===== config.mk =====
export PLATFORM = sky130hd
export DESIGN_NAME = store_merge_flat
export DESIGN_NICKNAME = d
export VERILOG_FILES = /design/src/lsu_pkg.sv /design/src/mem_lane_if.sv /design/src/store_merge.sv /design/src/flat_wrapper.sv
export SDC_FILE = /design/constraint.sdc
export NUM_CORES = 1
export LEC_CHECK = 0
export BUFFER_PORTS_ARGS = -buffer_cell sky130_fd_sc_hd__buf_2
export CAP_MARGIN = 20
export CORE_UTILIZATION = 25
export DETAILED_ROUTE_END_ITERATION = 12
export GPL_ROUTABILITY_DRIVEN = 0
export GPL_TIMING_DRIVEN = 0
export SETUP_SLACK_MARGIN = 0.15
export SKIP_LAST_GASP = 1
export SLEW_MARGIN = 20
export SYNTH_ARGS = -nofsm -noshare
export SYNTH_HDL_FRONTEND = slang
export SYNTH_SLANG_ARGS = --single-unit

===== constraint.sdc =====
create_clock -name vclk -period 2.2
set_input_delay 0.22 -clock vclk [all_inputs]
set_output_delay 0.22 -clock vclk [all_outputs]
set_load 0.05 [all_outputs]

===== src/lsu_pkg.sv =====
`default_nettype none

package lsu_pkg;

    typedef logic [7:0]  byte_t;       // One lane of the memory
    typedef logic [31:0] word_t;       // APB data width
    typedef logic [3:0]  lane_mask_t;  // One bit per byte lane
    typedef logic [1:0]  align_t;      // Byte offset inside a word

    // Size code as carried in the paddr alias window
    typedef enum logic [1:0] {
        SIZE_BYTE = 2'd0,
        SIZE_HALF = 2'd1,
        SIZE_WORD = 2'd2,
        SIZE_BAD  = 2'd3
    } access_size_e;

    localparam int SIZE_LSB         = 12;  // paddr[13:12] is the size
    localparam int SIGN_BIT         = 14;  // paddr[14] asks for a signed load
    localparam int ADDR_FIELD_WIDTH = 12;  // Byte address part of paddr

endpackage

`default_nettype wire


===== src/mem_lane_if.sv =====
`default_nettype none

// Per-lane path between the APB controller, the store merge and the banks
interface mem_lane_if
    import lsu_pkg::*;
#(
    parameter int MEM_ADDR_WIDTH = 10
) ();

    logic                      rd_en;
    logic [MEM_ADDR_WIDTH-3:0] word_index;
    lane_mask_t                wr_en;
    byte_t                     wr_byte [4];
    byte_t                     rd_byte [4];

    modport ctrl (
        output rd_en,
        output word_index
    );

    modport merge (
        output wr_en,
        output wr_byte,
        input  rd_byte
    );

    modport load (
        input rd_byte
    );

    modport mem (
        output rd_byte,
        input  rd_en,
        input  word_index,
        input  wr_en,
        input  wr_byte
    );

endinterface

`default_nettype wire


===== src/store_merge.sv =====
`default_nettype none

module store_merge
    import lsu_pkg::*;
(
    mem_lane_if.merge         lanes,
    input  wire logic         commit,
    input  wire align_t       alignment,
    input  wire access_size_e size,
    input  wire word_t        wdata
);

    lane_mask_t size_enable;
    lane_mask_t shifted_enable;
    word_t      shifted_data;

    always_comb begin
        case (size)
            SIZE_BYTE: size_enable = 4'b0001;
            SIZE_HALF: size_enable = 4'b0011;
            SIZE_WORD: size_enable = 4'b1111;
            default:   size_enable = 4'b0000;
        endcase
    end

    // Lanes past byte 3 fall off, the controller flags those as errors
    assign shifted_enable = size_enable << alignment;
    assign shifted_data   = wdata << {alignment, 3'b000};

    always_comb begin
        for (int i = 0; i < 4; i++) begin
            if (shifted_enable[i]) begin
                lanes.wr_byte[i] = shifted_data[i*8 +: 8];
            end else begin
                lanes.wr_byte[i] = lanes.rd_byte[i];  // Keep old byte
            end
        end
    end

    assign lanes.wr_en = commit ? shifted_enable : 4'b0000;

endmodule

`default_nettype wire


===== src/flat_wrapper.sv =====
// flat-port wrapper written by rule: the top's interface ports become plain ports
module store_merge_flat import lsu_pkg::*;
  (commit, alignment, size, wdata, lanes_wr_en, lanes_wr_byte, lanes_rd_byte);
  mem_lane_if lanes_i ();
  input  wire logic commit;
  input  wire align_t alignment;
  input  wire access_size_e size;
  input  wire word_t wdata;
  output wire logic [$bits(lanes_i.wr_en)-1:0] lanes_wr_en;
  output wire logic [$bits(lanes_i.wr_byte)-1:0] lanes_wr_byte;
  input wire logic [$bits(lanes_i.rd_byte)-1:0] lanes_rd_byte;
  assign lanes_wr_en = lanes_i.wr_en;
  assign lanes_wr_byte = {>>{lanes_i.wr_byte}};
  assign lanes_i.rd_byte = {>>{lanes_rd_byte}};
  store_merge u_core (.lanes(lanes_i), .commit(commit), .alignment(alignment), .size(size), .wdata(wdata));
endmodule

Word level (Yosys, flattened, before mapping)
Cells that the tools add are included.
Widths: inputs -> output; s select.
- bits in registers: 0
- output and inout bits: 36
- input port bits: 69
- logic and storage cells: 11
- reduce and logical (&&, ||, !) cells: 1
- multiplexer cells: 6
- shift-type cells: 2
- equal/unequal tests: 2
- operators by type and width (kind ; count):
    $mux 8 ; 4
    $shl 32x5->32 ; 1
    $pmux 4 s3 ; 1
    $mux 4 ; 1
    $shl 4x2->4 ; 1
    $eq 2x1->1 const B ; 1
    $eq 2x2->1 const B ; 1
    $logic_not 2->1 ; 1

Logic depth before layout (Yosys ltp)
- word-level depth: 4
- gate-level depth with buffers: 6
- gate-level depth less buffers: 5

Worst setup path after synthesis
No wires, ideal clock.
- path type: in2out
- start: input size[0]
- end: output lanes_wr_en[3]
- path buffers: 0
- slack: 392 ps
- stages: 5
- arrival time: 1588 ps
- path through: inv_1 > ha_1 > mux2i_1 > a21oi_4 > nor2_1
- word-level cells in the longest chain between the ends: 4
- elaborated cells between the ends (all ways): 6
- those cells by class: eq/ne (2); shift (1); mux (2); reduce/logical (1)
- ends and longest elaborated chain (what ; RTL line ; RTL):
    start: declaration ; flat_wrapper.sv:7 ; input wire access_size_e size;
    $eq 2x2->1, or another cell as far along ; store_merge.sv:18 ; case (size)
    $pmux 4 s3 (*) ; store_merge.sv:18 ;
    $shl 4x2->4 (*) ; store_merge.sv:27 ; assign shifted_enable = size_enable << alignment;
    $mux 4 (*) ; store_merge.sv:40 ; assign lanes.wr_en = commit ? shifted_enable : 4'b0000;
    end: declaration ; flat_wrapper.sv:9 ; output wire logic [$bits(lanes_i.wr_en)-1:0] lanes_wr_en;
Every way passes the cells marked *; elsewhere a longest branch is shown, timed or not.

Worst setup path after layout
- start: input size[0]
- end: output lanes_wr_byte[6]
- word-level cells in the longest chain between the ends: 4
- elaborated cells between the ends (all ways): 6
- those cells by class: eq/ne (2); shift (1); mux (2); reduce/logical (1)
- ends and longest elaborated chain (what ; RTL line ; RTL):
    $eq 2x2->1, or another cell as far along ; store_merge.sv:18 ;
    $pmux 4 s3 (*) ; store_merge.sv:18 ;
    $shl 4x2->4 (*) ; store_merge.sv:27 ;
    $mux 8 (*) ; store_merge.sv:32 ; if (shifted_enable[i]) begin
    end: declaration ; flat_wrapper.sv:10 ; output wire logic [$bits(lanes_i.wr_byte)-1:0] lanes_wr_byte;
Marks and branches as above.

==> flow_summary.toml <==
[synthesis]
netlist_top_cells_count = "mux2_2, mux2i_1, mux2_4, o2bb2ai_1"
yosysUniqueCellTypes = 19
synth_area_per_cell_um2 = 10.48
yosys.area.top_type = "mux2_2"
synth_most_common_cell = "mux2_2"
syn-num-nets = 167
synth-warning-count = 0
synth_cells = 96
ys_seq_area_frac = 0
synth_largest_type_area_fraction = 0.3134
synth_area_leaders = "mux2_2, mux2i_1, mux2_4, o2bb2ai_1, buf_6"
syn-cell-area_um2 = 1006

[critical_path]
cp-end-kind = "output port"
crit_path_frequent_cell = "buf_2"
path_cells = "buf_2, inv_1, ha_1, mux2i_4, a21oi_4, mux2_2, buf_2"
critPathLaunchType = "input port"
path_class = "input port to output port"
timing.critical_path.slowest_stage_cell = "mux2_2"
critPathArrivalTime_ns = 1.73
required_ns = 1.98
cp_max_fo = 9
slowest_delay_ns = 0.38

[detailed_routing]
wl_met3_um = 189
vias = 1147
top_layer = "met3"
met2_length_um = 1752
firstDrtPassIters = 4
antenna_left = 0
via_per_inst = 4.570
wl_met1_um = 1386
drc = 0
dr.first_iter.drc_count = 19
drt-total-wl_um = 3328
wl_per_cell_um = 13.26

[power_and_ir_drop]
swShare = 0.6328
cellPowerDensity_nw_per_um2 = 370.9
combPwrFrac = 1.000
irDropWorstVdd_mv = 0.2127
p_int_mw = 0.2206
power.switching_mw = 0.3800
leakage_nw = 0.8753
p_seq_frac = 0
pwr-share-clk = 0

[sta]
tightest_slew_ns = 0.5035
timing.hold.ws_ns = 0.8494
fmax_ghz = 0.5138
setup_tns_ns = 0
drv_slew = 0
hold_viol = 0
finalCritPeriodShare = 0.8847
rsz0062_at_grt = "no"
finalCriticalPeriod_ns = 1.946
slew_headroom = 0.6633
setup_violations = 0

[floorplan]
die-area_um2 = 4282
die_x_um = 65.44
core_um2 = 3771
die_h_um = 65.44
num_io_pins = 105
rows = 22
initial_utilization = 0.2668

[layout]
syn2layout_area_growth_pct = 60.94
n_clock_buffer = 0
layout-drive-gt1-share = 0.7635
seq_cells = 0
fin_cells = 251
nNetsFinal = 276
antenna_cells = 0
seq_area_um2 = 0

[min_path]
hold_path_class = "input port to output port"
holdPathEnd = "lanes_wr_en[2]"
min_from = "commit"
hold_depth = 4

[global_routing]
grt_use_total = 0.1562
grt_pass1_vias = 1138
antenna_found_initial = 0
grt_max_degree = 11
grt_pass1_wl_um = 5313
grt_overflow = 0

[job]
max_cap_violations = 0

[outcome]
status = "finished, final reports clean"

[placed_design]
place_inst = 249
dpl.hpwl_um = 2716
port_buffers = 105

[clocking]
cts_hold_buf = 0
[layout make-up]
class                           instances  area [um^2]
Timing Repair Buffer                  107        540.5
Inverter                                2        7.507
Fill cell                             401         2152
Buffer                                  7        61.31
Multi-Input combinational cell         87        949.7
Tap cell                               48        60.06
[cell usage in the layout (no fill, tap or decap)]
cell type / n
mux2i_4: 1
o2bb2ai_1: 8
o21ai_1: 1
ha_1: 2
inv_1: 2
and2b_1: 2
mux2_4: 8
mux2i_1: 24
buf_6: 4
nor2b_2: 2
clkbuf_1: 1
nor3_4: 1
a21oi_4: 1
nor2_1: 2
mux2_2: 28
o31ai_4: 1
mux2_1: 4
buf_4: 3
buf_2: 106
and2_1: 2
[worst max path at each step]
| stage | startpoint | end | cells past startpoint |
|---|---|---|---|
| finish | size[0] | lanes_wr_byte[6] | 7 |
| global route | size[0] | lanes_wr_byte[24] | 5 |
| detailed placement | size[0] | lanes_wr_byte[12] | 7 |
| CTS | size[0] | lanes_wr_byte[21] | 8 |
| floorplan | size[0] | lanes_wr_en[3] | 5 |
| global placement | size[0] | lanes_wr_byte[10] | 7 |
[power by group through the flow]
stage / Combinational [mW] / Sequential [mW] / Clock, mW
final: 0.601 / 0 / 0
after global routing: 0.637 / 0 / 0
after CTS: 0.604 / 0 / 0
after detailed placement: 0.595 / 0 / 0
after global placement: 0.593 / 0 / 0
after floorplan: 0.443 / 0 / 0
[per-stage QoR]
step,util,area (um^2),power (mW),worst slack [ns]
finish,0.4293,1619,0.6006,0.2537
detailed placement,0.4220,1592,0.5953,0.08396
floorplan,-,1006,0.4433,0.3924
CTS,0.4270,1610,0.6040,0.1749
global placement,0.4220,1592,0.5929,0.09558
global route,0.4293,1619,0.6370,0.1706
[layer usage]
layer,vias to the layer above,global-route usage
li1,583,-
met1,510,0.1798
met2,54,0.3260
met3,0,0.006944
met4,0,0
met5,-,0
[worst max-delay path: cells and delay by family]
family	cells	cell delay [ns]
compound gates	1	0.36
fa+ha+maj	1	0.33
buf+inv	3	0.34
mux	2	0.47
[cells by family after synthesis]
logic type      synth area share
mux                       0.7264
compound gates            0.1119
simple gates             0.06841
buf+inv                  0.06840
fa+ha+maj                0.02487
[timing repair]
item | 4_1_cts | 5_1_grt
pin swaps | 1 | 0
gates resized for setup | 1 | 1
buffers inserted | 2 | 0
setup endpoints to repair | 16 | 8
Note: power is estimated with default switching activity, not from simulation.
