File: src/lsu_pkg.sv
`default_nettype none

package lsu_pkg;

    typedef logic [7:0]  byte_t;       // One lane of the memory
    typedef logic [31:0] word_t;       // APB data width
    typedef logic [3:0]  lane_mask_t;  // One bit per byte lane
    typedef logic [1:0]  align_t;      // Byte offset inside a word

    // Size code as carried in the paddr alias window
    typedef enum logic [1:0] {
        SIZE_BYTE = 2'd0,
        SIZE_HALF = 2'd1,
        SIZE_WORD = 2'd2,
        SIZE_BAD  = 2'd3
    } access_size_e;

    localparam int SIZE_LSB         = 12;  // paddr[13:12] is the size
    localparam int SIGN_BIT         = 14;  // paddr[14] asks for a signed load
    localparam int ADDR_FIELD_WIDTH = 12;  // Byte address part of paddr

endpackage

`default_nettype wire

File: src/mem_lane_if.sv
`default_nettype none

// Per-lane path between the APB controller, the store merge and the banks
interface mem_lane_if
    import lsu_pkg::*;
#(
    parameter int MEM_ADDR_WIDTH = 10
) ();

    logic                      rd_en;
    logic [MEM_ADDR_WIDTH-3:0] word_index;
    lane_mask_t                wr_en;
    byte_t                     wr_byte [4];
    byte_t                     rd_byte [4];

    modport ctrl (
        output rd_en,
        output word_index
    );

    modport merge (
        output wr_en,
        output wr_byte,
        input  rd_byte
    );

    modport load (
        input rd_byte
    );

    modport mem (
        output rd_byte,
        input  rd_en,
        input  word_index,
        input  wr_en,
        input  wr_byte
    );

endinterface

`default_nettype wire

File: src/load_align.sv
`default_nettype none

module load_align
    import lsu_pkg::*;
(
    mem_lane_if.load          lanes,
    input  wire align_t       alignment,
    input  wire access_size_e size,
    input  wire logic         sign,
    output word_t             load_data
);

    word_t lane_word;
    word_t shifted;

    assign lane_word = {lanes.rd_byte[3], lanes.rd_byte[2], lanes.rd_byte[1], lanes.rd_byte[0]};

    // Addressed byte lands in lane 0
    assign shifted = lane_word >> {alignment, 3'b000};

    always_comb begin
        case (size)
            SIZE_BYTE: begin
                if (sign) begin
                    load_data = {{24{shifted[7]}}, shifted[7:0]};
                end else begin
                    load_data = {24'd0, shifted[7:0]};
                end
            end
            SIZE_HALF: begin
                if (sign) begin
                    load_data = {{16{shifted[15]}}, shifted[15:0]};
                end else begin
                    load_data = {16'd0, shifted[15:0]};
                end
            end
            default: begin
                load_data = shifted;  // Word, sign has no effect
            end
        endcase
    end

endmodule

`default_nettype wire

File: src/flat_wrapper.sv
// flat-port wrapper written by rule: the top's interface ports become plain ports
module load_align_flat import lsu_pkg::*;
  (alignment, size, sign, load_data, lanes_rd_byte);
  mem_lane_if lanes_i ();
  input  wire align_t alignment;
  input  wire access_size_e size;
  input  wire logic sign;
  output word_t load_data;
  input wire logic [$bits(lanes_i.rd_byte)-1:0] lanes_rd_byte;
  assign lanes_i.rd_byte = {>>{lanes_rd_byte}};
  load_align u_core (.lanes(lanes_i), .alignment(alignment), .size(size), .sign(sign), .load_data(load_data));
endmodule
File: config.mk
export PLATFORM = sky130hd
export DESIGN_NAME = load_align_flat
export DESIGN_NICKNAME = d
export VERILOG_FILES = /design/src/lsu_pkg.sv /design/src/mem_lane_if.sv /design/src/load_align.sv /design/src/flat_wrapper.sv
export SDC_FILE = /design/constraint.sdc
export NUM_CORES = 1
export LEC_CHECK = 0
export ABC_AREA = 1
export BUFFER_PORTS_ARGS = -buffer_cell sky130_fd_sc_hd__buf_2
export CAP_MARGIN = 5
export CORE_UTILIZATION = 45
export DETAILED_ROUTE_END_ITERATION = 8
export PLACE_DENSITY = 0.95
export SETUP_SLACK_MARGIN = 0.2
export SLEW_MARGIN = 0
export SYNTH_ARGS = -nofsm -noshare
export SYNTH_HDL_FRONTEND = slang
export SYNTH_SLANG_ARGS = --single-unit
File: constraint.sdc
create_clock -name vclk -period 1.7
set_input_delay 0.34 -clock vclk [all_inputs]
set_output_delay 0.34 -clock vclk [all_outputs]
set_load 0.01 [all_outputs]
; ---- Yosys cells after proc, flatten, opt, wreduce, memory -nomap -nowiden
; Cells that the tools add are included.
; W data, S select, Z words.
[totals]
reg_bits = 0
in_bits = 37
output_inout_bits = 32
elab_cells = 6
[classes]
n_eq_ne = 1
shift = 1
muxes = 3
n_reduce_logical = 1
[ops]
columns = cell, n
row1 = $mux W32, 2
row2 = $pmux W32 S2, 1
row3 = $shr A32 B5 Y32, 1
row4 = $eq A2 B1 Y1 const B, 1
row5 = $logic_not A2 Y1, 1

; ---- Logic depth before layout (Yosys ltp)
; Gate-level depths: netlist of run 1.
[depth]
word_depth = 3
depth_mapped = 7
depth_no_buf = 5

; ---- Worst setup path before layout of run 1
; OpenSTA, ideal clock, no wires.
[synth_timing]
path_type = input-to-output
from = input alignment[1]
to = output load_data[18]
arrival_ns = 1.065
t_required_ns = 1.360
slack_ns = 0.295
cell_stages = 6
n_path_buf = 2
path_cell_list = buf_4 > inv_2 > nand3_2 > nand3_4 > buf_6 > nand3_1
[synth_between]
elab_chain_cells = 3
word_cells_on_any_way = 4
classes_between = 1 x shift / 3 x mux
[synth_rtl]
columns = item, line_no
row1 = from (decl), flat_wrapper.sv:5  ; input wire align_t alignment;
row2 = $shr A32 B5 Y32 (*), load_align.sv:19  ; assign shifted = lane_word >> {alignment, 3'b000};
row3 = $mux W32 (on tied branches), "load_align.sv:31, load_align.sv:24"
row4 = $pmux W32 S2 (*), load_align.sv:22  ; case (size)
row5 = to (decl), flat_wrapper.sv:8  ; output word_t load_data;
; Every way passes the cells marked *; elsewhere a longest branch is shown, timed or not.

; ---- Final worst setup path of run 1
[layout_timing]
from = input sign
to = output load_data[12]
[layout_between]
elab_chain_cells = 2
[layout_rtl]
columns = item, line_no
row1 = from (decl), flat_wrapper.sv:7  ; input wire logic sign;
row2 = $mux W32, load_align.sv:24  ; if (sign) begin
row3 = $pmux W32 S2, load_align.sv:22
; No other way between the ends.

==> key figures, run 1 <==
Clock tree
  • Post-CTS Hold Fix Bufs: 0

Global route
  • GR Layer Usage met2: 68.1%
  • GRT met1 Usage: 60.0%
  • Grt ovf: 0
  • Total track usage: 47.0%
  • Largest net degree at the start of global routing: 34
  • Met3 usage: 17.6%
  • Vias in the first global route: 1423
  • First-pass GRT wire length: 7030 microns
  • Initial antenna violation count: 0
  • Most Crowded Layer GR: met2

Timing
  • RSZ-0062 raised after global routing: yes
  • # setup viols final: 0
  • Final Max Slew Viols: 0
  • Tcrit/Tclk final: 95.9%
  • Max Clock Freq: 613 MHz
  • Slew margin rel.: 77.1%
  • Min Tclk post-route: 1.63 ns
  • Min Hold Slack: 1.04 ns
  • Hold Violations, Final: 0
  • Worst-Margin Slew: 0.341 ns

Synthesis
  • Syn Inst Count: 155
  • Sequential share of the synthesized area: 0%
  • Synth cell types: 20
  • Mapped Area: 838 sq um
  • Synth Area in Compound Gates: 27.2%
  • Post-synthesis net count: 192
  • XOR/XNOR share of the synthesized area: 0%
  • Synth Area in Adders: 0%
  • Post-Synth Simple-Gate Area: 55.2%
  • Mux contribution to synthesized area: 0%
  • Largest family of logic cells by synthesized area: simple AND/OR/NAND/NOR gates
  • Synth warn: 0
  • Syn Area/Cell: 5.41 sq um

Routing
  • Drt first pass iters: 9
  • Detail-routed via count per cell: 7.07
  • Via Count: 1781
  • ANT nets after route: 0
  • Final wirelength: 5820 microns
  • Residual DRC: 133
  • Detailed-route wire length per cell: 23.1 microns
  • DRT iter0 DRCs: 289

Placed design
  • GPL Wtd Cong: 0.857
  • IO Port Bufs: 69
  • Post-DP HPWL: 2150 microns

Final layout
  • FF+latch count: 0
  • Nets: 266
  • Fillcell total: 54
  • # diodes: 0
  • Multi-input gate area: 945 sq um
  • Commonest non-fill, non-tap cell in the layout: buf_2
  • Commonest cells after routing, fill and taps aside: buf_2, nand2_1, buf_6
  • Share of cells above drive strength 1: 57.7%
  • Area grow syn2layout: 97.0%
  • Sequential Area: 0 sq um
  • Clock buffer count: 0

Setup path
  • CP Max Fanout: 6
  • CP arrival: 1.29 ns
  • Worst path max stage delay: 0.15 ns
  • Kind of critical path: in -> out
  • Slowest stage cell, crit path: buf_6
  • CP Launch Type: input pin
  • Critical path, cell by cell: buf_4 -> inv_1 -> nor2_4 -> buf_6 -> nand3_4 -> nand2_1 -> buf_2
  • Worst path required time: 1.36 ns
  • Critical path capture point type: output pin

Die
  • Die X: 45.2 microns
  • Row cnt: 15
  • Core area: 1750 sq um
  • Initial core utilization: 48.0%
  • I/O pins: 69
  • Die Ht: 45.2 microns
  • Die ar.: 2040 sq um

Outcome
  • Status: finished, violations left
  • Failing checks: design-rule violations

Pwr
  • Maximum vdd drop: 0.266 mV
  • Pleak: 0.918 nW
  • Pwr Density: 333 nW/um^2
  • Total power: 0.000550 W

Worst hold path
  • Hold Path Class: in -> out

Run
  • Max-capacitance violation count: 0
-- path summary, 6_finish.rpt --
path  slack (ns)  cells after the start             to              start
min         1.04                      4   load_data[1]  lanes_rd_byte[25]
max         0.07                      7  load_data[12]               sign
-- area by class of cell --
class / instances / area share, %
Tap cell: 25 / 1.89
Multi-Input combinational cell: 134 / 57.2
Timing Repair Buffer: 81 / 36.5
Inverter: 12 / 4.39
-- cell usage after synthesis --
cell type	count	area, sq um
nand2_1	51	191
buf_6	4	45.0
nor2_2	1	6.26
a21oi_1	7	35.0
nand4_4	1	21.3
inv_8	1	11.3
nor2_4	1	11.3
inv_1	9	33.8
o211ai_1	14	105
inv_2	2	7.51
nand3_1	24	120
nand3_4	1	17.5
nor2_1	8	30.0
nand3_2	4	40.0
and2_1	1	6.26
buf_2	7	35.0
buf_4	2	15.0
a22oi_1	7	52.6
nand2_2	3	18.8
o21ai_0	7	35.0
-- critical path, delay by kind of cell --
family | cells | cell delay, ns
buf+inv | 4 | 0.52
simple gates | 3 | 0.44
-- kinds of logic after synthesis --
kind of cell	count (synthesis)
AND/OR/NAND/NOR	95
AO/OA/AOI/OAI	35
buffers and inverters	25
-- power breakdown --
part	internal (W)	switching, W
clock network	0	0
logic	0.000232	0.000318
registers	0	0
-- metrics by stage --
stage	cell area (sq um)	instances	utilization, %	setup WS (ns)	setup TNS (ns)
6_report	1650	252	94.6	0.0692	0
5_1_grt	1650	252	94.6	-0.0252	-0.0252
4_1_cts	1530	252	87.6	0.190	0
3_5_place_dp	1180	242	67.5	0.0355	0
3_3_place_gp	1180	242	67.5	0.0590	0
2_1_floorplan	838	155	-	0.295	0
-- metal layers --
metal / part of all wire, % / up-vias / wire, microns
li1: - / 686 / -
met1: 33 / 748 / 1930
met2: 41 / 256 / 2360
met3: 16 / 91 / 907
met4: 11 / 0 / 614
met5: 0 / - / 0
-- timing repair --
item,CTS,global route
gates cloned,5,0
resized for setup,54,32
pin swaps,18,15
setup buffers,5,0
endpoints found under the setup margin,31,29
hold endpoints to repair,0,0
Note: power is estimated with default switching activity, not from simulation.
==> run 2, diff against run 1 <==
--- a/config.mk
+++ b/config.mk
@@ -8,7 +8,7 @@
 export ABC_AREA = 1
 export BUFFER_PORTS_ARGS = -buffer_cell sky130_fd_sc_hd__buf_2
 export CAP_MARGIN = 5
-export CORE_UTILIZATION = 45
+export CORE_UTILIZATION = 41
 export DETAILED_ROUTE_END_ITERATION = 8
 export PLACE_DENSITY = 0.95
 export SETUP_SLACK_MARGIN = 0.2
==> constraint.sdc (replaced) <==
create_clock -name vclk -period 1.59
set_input_delay 0.318 -clock vclk [all_inputs]
set_output_delay 0.318 -clock vclk [all_outputs]
set_load 0.01 [all_outputs]
==> run 2 against run 1 <==
- the flow now stops in global routing
- synthesized cell count unchanged
- synthesized area unchanged
==> key figures, run 2 <==
Die
  • Initial core utilization: 46.0%
  • Die Ht: 47.2 microns
  • I/O pins: 69
  • Die X: 47.2 microns
  • Row cnt: 15

Synthesis
  • Mapped Area: 838 sq um
  • Sequential share of the synthesized area: 0%
  • Synth warn: 0
  • Area leader, netlist: nand2_1
  • Synth area leaders: nand2_1, nand3_1, o211ai_1
  • Top cell type's share of synthesized area: 22.8%
  • Post-synth top cells: nand2_1, nand3_1, o211ai_1, inv_1, nor2_1
  • Synth cell types: 20
  • Syn Area/Cell: 5.41 sq um
  • Post-synthesis net count: 192
  • Count leader, synth: nand2_1
  • Syn Inst Count: 155

Outcome
  • Stop Error: [ERROR DPL-0038] Utilization greater than 100%, impossible to legalize
  • Status: did not finish
  • Last stage: global routing

Global route
  • Largest net degree at the start of global routing: 43

Placed design
  • Cells after DPL: 243
  • Post-DP HPWL: 2210 microns
  • Pre-CTS setup slack: -0.00572 ns
  • GPL Wtd Cong: 0.899
  • IO Port Bufs: 69

Timing
  • Worst_ep kind: top-level output
  • Worst setup endpoint GRT: load_data[21]
## run 2: logic make-up after synthesis
group           share of synthesized area [%]
buf+inv                                  17.6
compound gates                           27.2
simple gates                             55.2
## run 2: stage by stage
step	hold WS (ns)	setup TNS, ns	cell area [sq um]	utilization [%]
after global placement	0.989	0	1200	65.8
after CTS	0.991	0	1690	92.6
after detailed placement	0.990	-0.00645	1200	65.8
after floorplan	0.788	0	838	-
## run 2: timing repair
item | 4_1_cts
hold endpoints to repair | 0
pin swaps | 26
cloned | 5
resized for setup | 72
setup buffers | 6
hold buffers | 0
setup endpoints to repair | 31
==> run 3, diff against run 2 <==
--- a/config.mk
+++ b/config.mk
@@ -8,10 +8,10 @@
 export ABC_AREA = 1
 export BUFFER_PORTS_ARGS = -buffer_cell sky130_fd_sc_hd__buf_2
 export CAP_MARGIN = 5
-export CORE_UTILIZATION = 41
+export CORE_AREA = 2 2 63 65
 export DETAILED_ROUTE_END_ITERATION = 8
-export PLACE_DENSITY = 0.95
-export SETUP_SLACK_MARGIN = 0.2
+export DIE_AREA = 0 0 65 67
+export PLACE_DENSITY_LB_ADDON = 0.15
 export SLEW_MARGIN = 0
 export SYNTH_ARGS = -nofsm -noshare
 export SYNTH_HDL_FRONTEND = slang
==> run 3 against run 2 <==
- the run now ends clean
==> key figures, run 3 (synthesized netlist as in run 1, its figures left out) <==
Final layout
  • Share of cells above drive strength 1: 43.5%
  • Commonest non-fill, non-tap cell in the layout: buf_2
  • Sequential Area: 0 sq um
  • Area grow syn2layout: 56.7%
  • FF+latch count: 0
  • Commonest cells after routing, fill and taps aside: buf_2, nand2_1, nand3_1
  • Clock buffer count: 0
  • Final Cell Area: 1310 sq um
  • Nets: 262
  • # diodes: 0
  • Final Non-Filler Cells: 271

Run
  • Max-capacitance violation count: 0

Die
  • Die Ht: 67 microns
  • Die ar.: 4360 sq um
  • I/O pins: 69
  • Die X: 65 microns
  • Initial core utilization: 23.2%
  • Row cnt: 22
  • Core area: 3610 sq um

Timing
  • # setup viols final: 0
  • Slew margin rel.: 83.5%
  • RSZ-0062 raised after global routing: yes
  • Final Max Slew Viols: 0
  • Worst-Margin Slew: 0.248 ns
  • Tcrit/Tclk final: 96.3%
  • Min Tclk post-route: 1.53 ns
  • Min Hold Slack: 0.991 ns
  • Setup TNS: 0 ns
  • Hold Violations, Final: 0
  • Max Clock Freq: 653 MHz

Routing
  • ANT nets after route: 0
  • Detailed-route wire length per cell: 12.2 microns
  • Drt first pass iters: 6
  • Final wirelength: 3320 microns
  • Residual DRC: 0
  • DRT iter0 DRCs: 46
  • Via Count: 1264
  • Detail-routed via count per cell: 4.66

Placed design
  • Cell area after placement: 1250 sq um
  • Post-DP HPWL: 2560 microns
  • GPL Wtd Cong: 0.743
  • IO Port Bufs: 69
  • Cells after DPL: 269

Pwr
  • Switch Pwr: 0.000237 W
  • Pleak: 0.760 nW
  • Pint: 0.000178 W
  • Logic pwr share: 100.0%
  • Reg power frac: 0%
  • Maximum vdd drop: 0.0775 mV
  • Pwr Density: 316 nW/um^2
  • Sw Share: 57.1%
  • Clock share of power: 0%

Setup path
  • CP Max Fanout: 16
  • Worst path required time: 1.27 ns
  • Critical path capture point type: output pin
  • CP Launch Type: input pin
  • CP arrival: 1.21 ns
  • Kind of critical path: in -> out

Global route
  • Initial antenna violation count: 0
  • First-pass GRT wire length: 5190 microns
  • Total track usage: 14.3%
  • Largest net degree at the start of global routing: 43
  • Grt ovf: 0
  • Vias in the first global route: 1176

Worst hold path
  • Hold Path Class: in -> out

Outcome
  • Status: completed

Clock tree
  • Number of setup buffers added after CTS: 0
run 3: path summary, 6_finish.rpt:
path / end / start / slack, ns / cells after the start
max: load_data[19] / alignment[1] / 0.06 / 7
min: load_data[2] / lanes_rd_byte[26] / 0.99 / 4
run 3: timing repair:
item | in CTS | in global routing
hold buffers | 0 | 0
endpoints found under the setup margin | 19 | 17
resized for setup | 4 | 4
cloned | 1 | 1
pin swaps | 0 | 0
run 3: power groups by stage:
stage	Sequential, W	Clock (W)	Combinational, W
6_report	0	0	0.000415
5_1_grt	0	0	0.000460
4_1_cts	0	0	0.000409
3_5_place_dp	0	0	0.000399
3_3_place_gp	0	0	0.000399
2_1_floorplan	0	0	0.000230
run 3: metrics by stage:
stage	power (W)	worst slack, ns	util [%]
floorplan	0.000230	0.229	-
global placement	0.000399	-0.0504	34.6
detailed placement	0.000399	-0.0653	34.6
CTS	0.000409	0.0417	35.5
global route	0.000460	-0.0100	36.4
finish	0.000415	0.0589	36.4
run 3: cell type report:
class                      count  area [sq um]
multi-input combinational    132           749
timing repair buffer          79           452
fill                         413          2290
tap                           48          60.1
inverter                      12          52.6
run 3: routing by layer:
metal	track usage, %	vias up	routed length [microns]
li1	-	675	-
met1	20.1	549	1530
met2	25.3	40	1580
met3	1.01	0	201
met4	0	0	0
met5	0	-	0
run 3: worst max-delay path, cell delays in order:
cell      delay, ns
buf_2          0.15
buf_4          0.15
nor2_4         0.11
buf_12         0.14
o211ai_1       0.11
nand3_2        0.10
buf_2          0.13
