<file path="src/lsu_pkg.sv">
`default_nettype none

package lsu_pkg;

    typedef logic [7:0]  byte_t;       // One lane of the memory
    typedef logic [31:0] word_t;       // APB data width
    typedef logic [3:0]  lane_mask_t;  // One bit per byte lane
    typedef logic [1:0]  align_t;      // Byte offset inside a word

    // Size code as carried in the paddr alias window
    typedef enum logic [1:0] {
        SIZE_BYTE = 2'd0,
        SIZE_HALF = 2'd1,
        SIZE_WORD = 2'd2,
        SIZE_BAD  = 2'd3
    } access_size_e;

    localparam int SIZE_LSB         = 12;  // paddr[13:12] is the size
    localparam int SIGN_BIT         = 14;  // paddr[14] asks for a signed load
    localparam int ADDR_FIELD_WIDTH = 12;  // Byte address part of paddr

endpackage

`default_nettype wire

</file>
<file path="src/mem_lane_if.sv">
`default_nettype none

// Per-lane path between the APB controller, the store merge and the banks
interface mem_lane_if
    import lsu_pkg::*;
#(
    parameter int MEM_ADDR_WIDTH = 10
) ();

    logic                      rd_en;
    logic [MEM_ADDR_WIDTH-3:0] word_index;
    lane_mask_t                wr_en;
    byte_t                     wr_byte [4];
    byte_t                     rd_byte [4];

    modport ctrl (
        output rd_en,
        output word_index
    );

    modport merge (
        output wr_en,
        output wr_byte,
        input  rd_byte
    );

    modport load (
        input rd_byte
    );

    modport mem (
        output rd_byte,
        input  rd_en,
        input  word_index,
        input  wr_en,
        input  wr_byte
    );

endinterface

`default_nettype wire

</file>
<file path="src/apb_lsu_ctrl.sv">
`default_nettype none

module apb_lsu_ctrl
    import lsu_pkg::*;
#(
    parameter int MEM_ADDR_WIDTH = 10
) (
    input  wire logic        clk,
    input  wire logic        reset,
    input  wire logic        psel,
    input  wire logic        penable,
    input  wire logic        pwrite,
    input  wire logic [15:0] paddr,
    output word_t            prdata,
    output logic             pready,
    output logic             pslverr,
    mem_lane_if.ctrl         lanes,
    output logic             commit,
    output align_t           alignment,
    output access_size_e     size,
    output logic             sign,
    input  wire word_t       load_data
);

    typedef enum logic {
        IDLE,
        ACCESS
    } state_t;

    state_t state;

    logic                        setup;
    logic [ADDR_FIELD_WIDTH-1:0] byte_addr;
    logic [MEM_ADDR_WIDTH-1:0]   mem_addr;
    access_size_e                size_code;
    align_t                      align_code;
    logic [1:0]                  last_offset;
    logic                        err_next;
    logic                        err_q;

    assign setup = (state == IDLE) && psel && !penable;

    // Address window decode
    assign byte_addr  = paddr[ADDR_FIELD_WIDTH-1:0];
    assign mem_addr   = byte_addr[MEM_ADDR_WIDTH-1:0];  // Upper bits ignored, memory wraps
    assign size_code  = access_size_e'(paddr[SIZE_LSB +: 2]);
    assign align_code = mem_addr[1:0];

    always_comb begin
        case (size_code)
            SIZE_BYTE: last_offset = 2'd0;
            SIZE_HALF: last_offset = 2'd1;
            default:   last_offset = 2'd3;
        endcase
    end

    // Bad size code or access reaching past byte 3
    assign err_next = (size_code == SIZE_BAD) ||
                      (({1'b0, align_code} + {1'b0, last_offset}) > 3'd3);

    always_ff @(posedge clk) begin
        if (reset) begin
            state <= IDLE;
        end else begin
            case (state)
                IDLE:    if (setup) state <= ACCESS;
                default: state <= IDLE;  // No wait states
            endcase
        end
    end

    // Transfer attributes, stable through the access cycle
    always_ff @(posedge clk) begin
        if (setup) begin
            alignment <= align_code;
            size      <= size_code;
            sign      <= paddr[SIGN_BIT];
            err_q     <= err_next;
        end
    end

    assign lanes.rd_en      = setup;
    assign lanes.word_index = mem_addr[MEM_ADDR_WIDTH-1:2];

    assign pready  = (state == ACCESS) && psel && penable;
    assign pslverr = pready && err_q;
    assign commit  = pready && pwrite && !err_q;
    assign prdata  = (pready && !pwrite && !err_q) ? load_data : '0;

endmodule

`default_nettype wire

</file>
<file path="src/flat_wrapper.sv">
// flat-port wrapper written by rule: the top's interface ports become plain ports
module apb_lsu_ctrl_flat import lsu_pkg::*;
#(
    parameter int MEM_ADDR_WIDTH = 10
)
  (clk, reset, psel, penable, pwrite, paddr, prdata, pready, pslverr, commit, alignment, size, sign, load_data, lanes_rd_en, lanes_word_index);
  mem_lane_if #(.MEM_ADDR_WIDTH(MEM_ADDR_WIDTH)) lanes_i ();
  input  wire logic clk;
  input  wire logic reset;
  input  wire logic psel;
  input  wire logic penable;
  input  wire logic pwrite;
  input  wire logic [15:0] paddr;
  output word_t prdata;
  output logic pready;
  output logic pslverr;
  output logic commit;
  output align_t alignment;
  output access_size_e size;
  output logic sign;
  input  wire word_t load_data;
  output wire logic [$bits(lanes_i.rd_en)-1:0] lanes_rd_en;
  output wire logic [$bits(lanes_i.word_index)-1:0] lanes_word_index;
  assign lanes_rd_en = lanes_i.rd_en;
  assign lanes_word_index = lanes_i.word_index;
  apb_lsu_ctrl #(.MEM_ADDR_WIDTH(MEM_ADDR_WIDTH)) u_core (.clk(clk), .reset(reset), .psel(psel), .penable(penable), .pwrite(pwrite), .paddr(paddr), .prdata(prdata), .pready(pready), .pslverr(pslverr), .lanes(lanes_i), .commit(commit), .alignment(alignment), .size(size), .sign(sign), .load_data(load_data));
endmodule
</file>
<file path="config.mk">
export PLATFORM = sky130hd
export DESIGN_NAME = apb_lsu_ctrl_flat
export DESIGN_NICKNAME = d
export VERILOG_FILES = /design/src/lsu_pkg.sv /design/src/mem_lane_if.sv /design/src/apb_lsu_ctrl.sv /design/src/flat_wrapper.sv
export SDC_FILE = /design/constraint.sdc
export NUM_CORES = 1
export LEC_CHECK = 0
export ABC_AREA = 1
export BUFFER_PORTS_ARGS = -buffer_cell sky130_fd_sc_hd__buf_2
export CORE_MARGIN = 3
export CORE_UTILIZATION = 27
export CTS_BUF_LIST = sky130_fd_sc_hd__clkbuf_4
export DETAILED_ROUTE_END_ITERATION = 6
export PLACE_DENSITY = 0.79
export SLEW_MARGIN = 20
export SYNTH_ARGS = -nofsm -noshare
export SYNTH_HDL_FRONTEND = slang
export SYNTH_SLANG_ARGS = --single-unit
</file>
<file path="constraint.sdc">
create_clock -name clk -period 1.3 [get_ports clk]
set_clock_uncertainty 0.2 [all_clocks]
set_input_delay 0.39 -clock clk [delete_from_list [all_inputs] [get_ports clk]]
set_output_delay 0.39 -clock clk [all_outputs]
set_load 0.1 [all_outputs]
</file>
# Yosys cells after proc, flatten, opt, wreduce, memory -nomap -nowiden
# Cells that the tools add are included.
# op_classes
addsub	1
magnitude_cmp	1
n_eq_ne	2
n_mux	3
n_bitwise	1
reduce_logical	15
# op_table
op	n
2-to-1 mux 32 bit	1
logical AND 1 bit	9
one-hot mux 2 bit (2 select lines)	1
adder 2 x 2 -> 3 bit	1
greater-than comparator 3 x 2 -> 1 bit (second input constant)	1
logical NOT 1 bit	3
== test 2 x 1 -> 1 bit (second input constant)	1
== test 2 bit (second input constant)	1
logical NOT 2 bit	1
OR reduction 2 bit	1
logical OR 1 bit	1
2-to-1 mux 1 bit	1
inverter 1 bit	1
# totals
register_bits	7
input_bits	53
output_inout_bits	49

# Logic depth before layout (Yosys ltp)
# Gate-level depths: netlist (run 1).
# depth
word_depth	5
ltp_mapped	5

# Least setup slack after synthesis (run 1)
# OpenSTA, ideal clock, no wires.
# synth_path
path_kind	input to output
startpoint	in penable
endpoint	out prdata[10]
t_arrival_ns	2.551
setup_slack_ns	-1.841
cell_stages	5
path_cell_list	inv_1 -> nor2_4 -> nand2_4 -> buf_6 -> nor2_1
# synth_via
elab_chain_len	4
# synth_lines
item	line	rtl
from (decl)	flat_wrapper.sv:11	input wire logic penable;
logical AND 1 bit	apb_lsu_ctrl.sv:85	assign pready = (state == ACCESS) && psel && penable;
net pready	flat_wrapper.sv:15	output logic pready;
logical AND 1 bit (2 in series)	apb_lsu_ctrl.sv:88	assign prdata = (pready && !pwrite && !err_q) ? load_data : '0;
2-to-1 mux 32 bit	apb_lsu_ctrl.sv:88	
to (decl)	flat_wrapper.sv:14	output word_t prdata;
# The timed path passes the listed nets, and every way through them passes these cells.

# Worst setup path in the final report (run 1)
# layout_path
startpoint	reg u_core.err_q
endpoint	out prdata[31]
# layout_via
elab_chain_len	3
# layout_lines
item	line	rtl
from (decl)	apb_lsu_ctrl.sv:39	logic err_q;
from (signal assigned)	apb_lsu_ctrl.sv:78	err_q <= err_next;
logical NOT 1 bit	apb_lsu_ctrl.sv:88	
logical AND 1 bit	apb_lsu_ctrl.sv:88	
2-to-1 mux 32 bit	apb_lsu_ctrl.sv:88	
# No other way between the ends.

==> out/qor.yml, run 1 <==
seqPwrFrac: 0.333
slowest_delay_ns: 0.41
drc: 0
setup_ws_ns: -0.688
drt-initial-drc-count: 9
finalCriticalPeriod_ns: 1.99
die_h_um: 55.5
fin_crit_sh: 1.53
layout-drive-gt1-share: 0.754
wl_per_cell_um: 12.9
num_vias: 880
grt_setup_unrepaired: "yes"
fmax_mhz: 503
pwr-share-comb: 0.395
clockPowerShare: 0.271
clock_latency_ns: 0.26
grt.overflow.total: 0
final_core_util: 0.891
hold_class: "primary input to flop"
leakage_uw: 0.000957
grt_pass1_wl_um: 4550
grt_pass1_vias: 975
port_buffers: 82
finalMaxSlewViolations: 0
pwr_density_cell_nw_per_um2: 392
floorplan.initialDensity: 0.290
antenna_found_initial: 0
cts_tree: "done"
cp.arrival_ns: 1.40
slowest_stage: "edfxtp_1"
r2r_cells: 4
critPathLaunchType: "flop"
irDropWorstVdd_mv: 0.771
clockBufferDepth: 2
grt_max_degree: 16
fin_cells: 215
preCtsSetupSlack_ns: -0.577
yosysUniqueCellTypes: 16
final_nets: 242
ios: 102
coreArea_sq_um: 2280
ys_seq_area_frac: 0.303
die_area_sq_um: 3080
path_class: "flop to output pin"
sw_frac_of_total: 0.348
syn2layout_area_growth_pct: 207
row_count: 17
netlist_area_sq_um: 661
slew_headroom: 0.882
dp.cells: 209
track_usage: 0.191
synth_seq_cells: 7
root_buffer: "clkbuf_4"
violations: "setup timing"
syn_avg_cell_area_sq_um: 6.54
worstPathMaxFanout: 6
htreeDepth: 1
clock_sinks: 7
min_path_cells: 2
syn_inst: 101
ys.warnings.count: 0
internal_power_uw: 518
worstPathRequired_ns: 0.71
worstPathCellList: "nor2_2 -> nand2_4 -> buf_4 -> nor2_4 -> buf_12"
diodes: 0
status: "finished with violations"
p_sw_uw: 276
dr.pass1.iters: 4
routed_wl_um: 2780
cts_buffers: 3
critPathCaptureType: "output pin"
finalSetupViolations: 45
ant_nets: 0
syn_nets: 155
dp_hpwl_um: 2530
ctsHoldBuffers: 0
worstMarginPinSlew_ns: 0.174
place_congestion: 0.733
final-hold-violation-count: 0
fp.dieW_um: 55.5
clkTransAtPathRegs_ns: 0.05
maxCapViolCount: 0
viasPerCell: 4.09
kinds of logic after synthesis:
logic type | Yosys count | synth area share
compound gates | 2 | 0.0151
simple gates | 44 | 0.316
buf+inv | 47 | 0.347
fa+ha+maj | 1 | 0.0189
flops | 7 | 0.303
layout make-up:
| cell class | count | area (sq um) |
|---|---|---|
| Clock buffer | 4 | 30.0 |
| Fill cell | 105 | 249 |
| Inverter | 35 | 134 |
| Multi-Input combinational cell | 47 | 479 |
| Sequential cell | 7 | 201 |
| Tap cell | 28 | 35.0 |
| Timing Repair Buffer | 94 | 1150 |
synth_stat cells:
cell type	count	area share
nor2_1	27	0.15
dfxtp_1	1	0.030
nor2_4	1	0.017
nor2_2	10	0.095
nand2_4	1	0.017
a21oi_1	1	0.0076
ha_1	1	0.019
edfxtp_1	6	0.27
nand2_2	1	0.0095
nor3_1	1	0.0076
clkbuf_1	1	0.0057
buf_4	8	0.091
inv_1	35	0.20
nand2_1	3	0.017
o21ai_0	1	0.0076
buf_6	3	0.051
state kept, by name (all words and copies together), names as in the netlist:
| register | cells |
|---|---|
| u_core.alignment | 2 |
| u_core.err_q | 1 |
| u_core.sign | 1 |
| u_core.size | 2 |
| u_core.state | 1 |
power groups by stage:
stage               Combinational, uW  Clock (uW)  Sequential (uW)
finish                            314         216              265
global route                      335         246              264
CTS                               310         221              264
detailed placement                303           0              268
global placement                  291           0              268
floorplan                         235           0              311
timing repair:
item                                    4_1_cts  5_1_grt
hold endpoints to repair                      0        0
setup buffers                                 2        1
endpoints found under the setup margin       47       41
resized for setup                             9        2
pin swaps                                     4        1
stage by stage:
stage          setup TNS (ns)  hold WS [ns]  power [uW]  instance area (sq um)
6_report               -23.68        0.0884         794                   2030
5_1_grt                -26.23        0.0733         845                   2030
4_1_cts                -23.98        0.0798         796                   2010
3_5_place_dp           -20.79         0.329         571                   1950
3_3_place_gp           -19.57         0.323         559                   1950
2_1_floorplan          -44.81         0.239         547                    908
path summary, 6_finish.rpt:
check	start	to	slack [ns]
min reg2reg	u_core.state$_SDFF_PP0_	u_core.state$_SDFF_PP0_	0.34
max	u_core.err_q$_DFFE_PP_	prdata[31]	-0.69
max reg2reg	u_core.state$_SDFF_PP0_	u_core.size[1]$_DFFE_PP_	-0.01
min	reset	u_core.state$_SDFF_PP0_	0.09
layer usage:
metal	up-vias	share of wire	GRT usage
met3	4	0.076	0.0654
li1	442	-	-
met1	391	0.29	0.160
met5	-	0	0
met2	43	0.63	0.404
met4	0	0.0054	0.0521
worst max-delay path: cells and delay by family (launching register included):
| kind | cells | cell delay (ns) |
|---|---|---|
| flip-flops | 1 | 0.41 |
| buffers and inverters | 2 | 0.38 |
| AND/OR/NAND/NOR | 3 | 0.35 |
cells in the final DEF (no fill, tap or decap):
cell type	count
a21oi_1	1
nand2_1	2
nor2_2	1
nor3_1	1
buf_6	5
nand2_2	1
ha_1	1
clkbuf_4	4
dfxtp_2	1
inv_2	1
inv_4	1
buf_4	6
buf_12	42
nand2_4	2
o21ai_0	1
nor2_1	1
inv_1	33
nor2_4	36
edfxtp_1	6
buf_2	41
No activity file was read; power rests on OpenSTA's default activity.
==> run 2: changes to the inputs <==
Settings changed: MAX_ROUTING_LAYER set to met4.
==> out/qor.yml, run 2 (synthesis results as in run 1) <==
fin_crit_sh: 1.52  # -0.00635
grt_setup_unrepaired: "yes"
maxCapViolCount: 0  # unchanged
diodes: 0  # unchanged
preCtsSetupSlack_ns: -0.577  # unchanged
syn2layout_area_growth_pct: 207  # unchanged
clockBufferDepth: 2  # unchanged
ios: 102  # unchanged
worstMarginPinSlew_ns: 0.169  # -0.00512 ns
fmax_mhz: 505  # +0.42%
worstPathRequired_ns: 0.71  # about the same
track_usage: 0.196  # +0.00531
regToRegSetupSlack_ns: -0.01  # about the same
dr.pass1.iters: 2  # -2
reg_top3: "u_core.alignment x2, u_core.size x2"
ctsHoldBuffers: 0  # unchanged
htreeDepth: 1  # unchanged
pwr_density_cell_nw_per_um2: 392  # about the same
die_area_sq_um: 3080  # unchanged
drc: 0  # unchanged
fp.dieW_um: 55.5  # unchanged
root_buffer: "clkbuf_4"
clock_latency_ns: 0.25  # about the same
final_nets: 242  # unchanged
drt-initial-drc-count: 8  # -1
fin_cells: 215  # unchanged
ant_nets: 0  # unchanged
hold_slack_ns: 0.0859  # -0.00244 ns
port_buffers: 82  # unchanged
dp_hpwl_um: 2530  # unchanged
irDropWorstVdd_mv: 0.771  # about the same
coreArea_sq_um: 2280  # unchanged
finalSetupViolations: 45  # unchanged
slowest_delay_ns: 0.41  # about the same
slew_headroom: 0.886  # +0.00345
place_congestion: 0.742  # +1.2%
floorplan.initialDensity: 0.290  # unchanged
dp.cells: 209  # unchanged
grt_max_degree: 16  # unchanged
power_uw: 794  # about the same
clock_sinks: 7  # unchanged
wl_per_cell_um: 12.9  # -0.40%
path_class: "flop to output pin"
layout_common_cells: "42 x buf_12, 41 x buf_2, 36 x nor2_4"
cp.arrival_ns: 1.39  # about the same
post_dp_cell_area_sq_um: 1950  # unchanged
final_common_cell: "buf_12"
path_buf_inv: 2  # unchanged
layout-drive-gt1-share: 0.754  # unchanged
critPathLaunchType: "flop"
num_vias: 882  # +0.23%
finalCriticalPeriod_ns: 1.98  # -0.00825 ns
setup_ws_ns: -0.680  # +0.00825 ns
grt_pass1_vias: 979  # +0.41%
leakage_uw: 0.000957  # unchanged
critPathCaptureType: "output pin"
antenna_found_initial: 0  # unchanged
grt_pass1_wl_um: 4540  # -0.31%
final-hold-violation-count: 0  # unchanged
row_count: 17  # unchanged
cts_tree: "done"
violations: "setup timing"
status: "finished with violations"
finalMaxSlewViolations: 0  # unchanged
worstPathMaxFanout: 6  # unchanged
grt.overflow.total: 0  # unchanged
routed_wl_um: 2770  # -0.40%
viasPerCell: 4.10  # +0.23%
finalInstanceArea_sq_um: 2030  # unchanged
hold_class: "primary input to flop"
die_h_um: 55.5  # unchanged
path_delay_family: "flip-flops"
worstPathCellList: "nor2_2 -> nand2_4 -> buf_4 -> nor2_4 -> buf_12"
cts_buffers: 3  # unchanged
clkTransAtPathRegs_ns: 0.06  # about the same
slowest_stage: "edfxtp_1"
## run 2: metal layers
layer / vias to the layer above / track usage / wire length [um]
li1: 442 / - / -
met1: 389 / 0.173 / 838
met2: 46 / 0.404 / 1750
met3: 5 / 0.0444 / 153
met4: 0 / 0.0521 / 29
met5: - / - / 0
## run 2: path summary, 6_finish.rpt
kind                            from                       end  depth (start not counted)
min reg2reg  u_core.state$_SDFF_PP0_   u_core.state$_SDFF_PP0_                          2
max reg2reg  u_core.state$_SDFF_PP0_  u_core.size[1]$_DFFE_PP_                          4
min                            reset   u_core.state$_SDFF_PP0_                          2
max           u_core.err_q$_DFFE_PP_                prdata[19]                          5
## run 2: power by group
part,internal (uW),leakage [uW],switching [uW]
combinational,123,0.000874,191
sequential,257,0.0000646,7.34
clock,138,0.0000184,77.2
total,518,0.000957,275
## run 2: what timing repair did
action,in CTS,in global routing
setup buffers,2,1
resized for setup,9,2
pin swaps,4,1
endpoints found under the setup margin,47,41
## run 2: metrics by stage
stage                util  TNS, ns
finish              0.891   -23.43
global route        0.891   -26.23
CTS                 0.884   -23.98
detailed placement  0.857   -20.79
global placement    0.857   -19.57
floorplan               -   -44.81
## run 2: final cells by class
cell class	instances	area (sq um)
clock buffers	4	30.0
fillers	105	249
inverters	35	134
multi-input cells	47	479
flip-flops and latches	7	201
well taps	28	35.0
repair buffers	94	1150
==> run 3: changes to the inputs <==
Settings changed: SETUP_SLACK_MARGIN set to 0.15.
==> out/qor.yml, run 3 (synthesis results as in run 1) <==
layout_common_cells: "43 x buf_12, 41 x buf_2, 36 x nor2_4"
grt.overflow.total: 0  # unchanged
reg_top3: "u_core.alignment x2, u_core.size x2"
viasPerCell: 4.19  # +2.2%
worstPathRequired_ns: 0.71  # about the same
min_path_cells: 2  # unchanged
clockBufferDepth: 2  # unchanged
cts_tree: "done"
preCtsSetupSlack_ns: -0.594  # -0.0168 ns
die_area_sq_um: 3080  # unchanged
fmax_mhz: 496  # -1.8%
finalSetupViolations: 47  # +4.4%
fin_crit_sh: 1.55  # +0.0284
clock_latency_ns: 0.25  # about the same
violations: "setup timing"
dp_hpwl_um: 2680  # +6.0%
final_nets: 242  # unchanged
fp.dieW_um: 55.5  # unchanged
slew_headroom: 0.866  # -0.0195
finalMaxSlewViolations: 0  # unchanged
floorplan.initialDensity: 0.290  # unchanged
leakage_uw: 0.000975  # +1.8%
hold_class: "primary input to flop"
dr.pass1.iters: 3  # +1
maxCapViolCount: 0  # unchanged
place_congestion: 0.759  # +2.4%
clock_sinks: 7  # unchanged
cts_buffers: 3  # unchanged
clkTransAtPathRegs_ns: 0.05  # about the same
grt_pass1_wl_um: 5080  # +12%
power_uw: 824  # +3.9%
ctsHoldBuffers: 0  # unchanged
status: "finished with violations"
grt_pass1_vias: 990  # +1.1%
grt_max_degree: 18  # +2
cp.arrival_ns: 1.43  # +0.04 ns
setup_ws_ns: -0.717  # -0.0370 ns
layout-drive-gt1-share: 0.775  # +0.0214
ios: 102  # unchanged
wl_per_cell_um: 14.6  # +14%
worstMarginPinSlew_ns: 0.200  # +0.0311 ns
drc: 0  # unchanged
critPathCaptureType: "output pin"
syn2layout_area_growth_pct: 213
critPathLaunchType: "flop"
final-hold-violation-count: 0  # unchanged
hold_slack_ns: 0.0840  # -0.00191 ns
path_class: "flop to output pin"
port_buffers: 82  # unchanged
routed_wl_um: 3160  # +14%
num_vias: 906  # +2.7%
htreeDepth: 1  # unchanged
antenna_found_initial: 1  # +1
row_count: 17  # unchanged
pwr_density_cell_nw_per_um2: 399  # +1.9%
grt_setup_unrepaired: "yes"
irDropWorstVdd_mv: 0.599  # -22%
coreArea_sq_um: 2280  # unchanged
finalCriticalPeriod_ns: 2.02  # +0.0370 ns
ant_nets: 0  # unchanged
r2r_cells: 6  # +2
final_common_cell: "buf_12"
root_buffer: "clkbuf_4"
worstPathMaxFanout: 15  # +9
drt-initial-drc-count: 20  # +12
die_h_um: 55.5  # unchanged
tns_ns: -26.25  # -2.82 ns
finalInstanceArea_sq_um: 2070  # +2.0%
track_usage: 0.220  # +0.0241
post_dp_cell_area_sq_um: 1940  # -0.51%
==> run 3: changes by cell type in the layout (fill, tap and decap cells not counted), sizes merged <==
cell / before / now
diode: 0 / 1
==> run 3: worst paths after layout <==
| path | endpoint | from | slack (ns) |
|---|---|---|---|
| worst min-delay path | u_core.state$_SDFF_PP0_ | reset | 0.08 |
| worst min register to register | u_core.state$_SDFF_PP0_ | u_core.state$_SDFF_PP0_ | 0.42 |
| worst max register to register | u_core.sign$_DFFE_PP_ | u_core.state$_SDFF_PP0_ | -0.18 |
| worst max-delay path | prdata[25] | u_core.err_q$_DFFE_PP_ | -0.72 |
==> run 3: critical path, stage by stage (launching register included) <==
cell,delay [ns]
edfxtp_1,0.43
nor2_2,0.15
nand2_4,0.09
buf_12,0.18
nor2_4,0.13
buf_12,0.18
==> run 3: report_power, final <==
part | internal, uW | switching [uW] | total (uW)
logic | 135 | 201 | 335
clock network | 138 | 85.5 | 224
registers | 257 | 8.50 | 265
total | 530 | 295 | 824
==> run 3: metrics by stage <==
stage / util / std cells
after floorplan: - / 101
after global placement: 0.853 / 206
after detailed placement: 0.853 / 206
after CTS: 0.886 / 212
after global routing: 0.908 / 216
final: 0.908 / 216
==> run 3: layer usage <==
metal,vias up,routed length (um),GRT usage,share of wire
met5,-,0,-,0
met4,0,102,0.0868,0.032
met3,9,224,0.0444,0.071
met2,57,1810,0.432,0.57
met1,397,1030,0.204,0.33
li1,443,-,-,-
==> run 3: repair_timing <==
item,in CTS,in global routing
pin swaps,5,3
setup endpoints to repair,47,48
cloned,0,0
resized for setup,11,9
buffers inserted,2,3
==> run 3: area by class of cell <==
cell class / instances / area (sq um)
multi-input cells: 47 / 494
repair buffers: 94 / 1170
clock buffers: 4 / 30.0
diodes: 1 / 2.50
well taps: 28 / 35.0
inverters: 35 / 136
fillers: 81 / 209
flip-flops and latches: 7 / 201
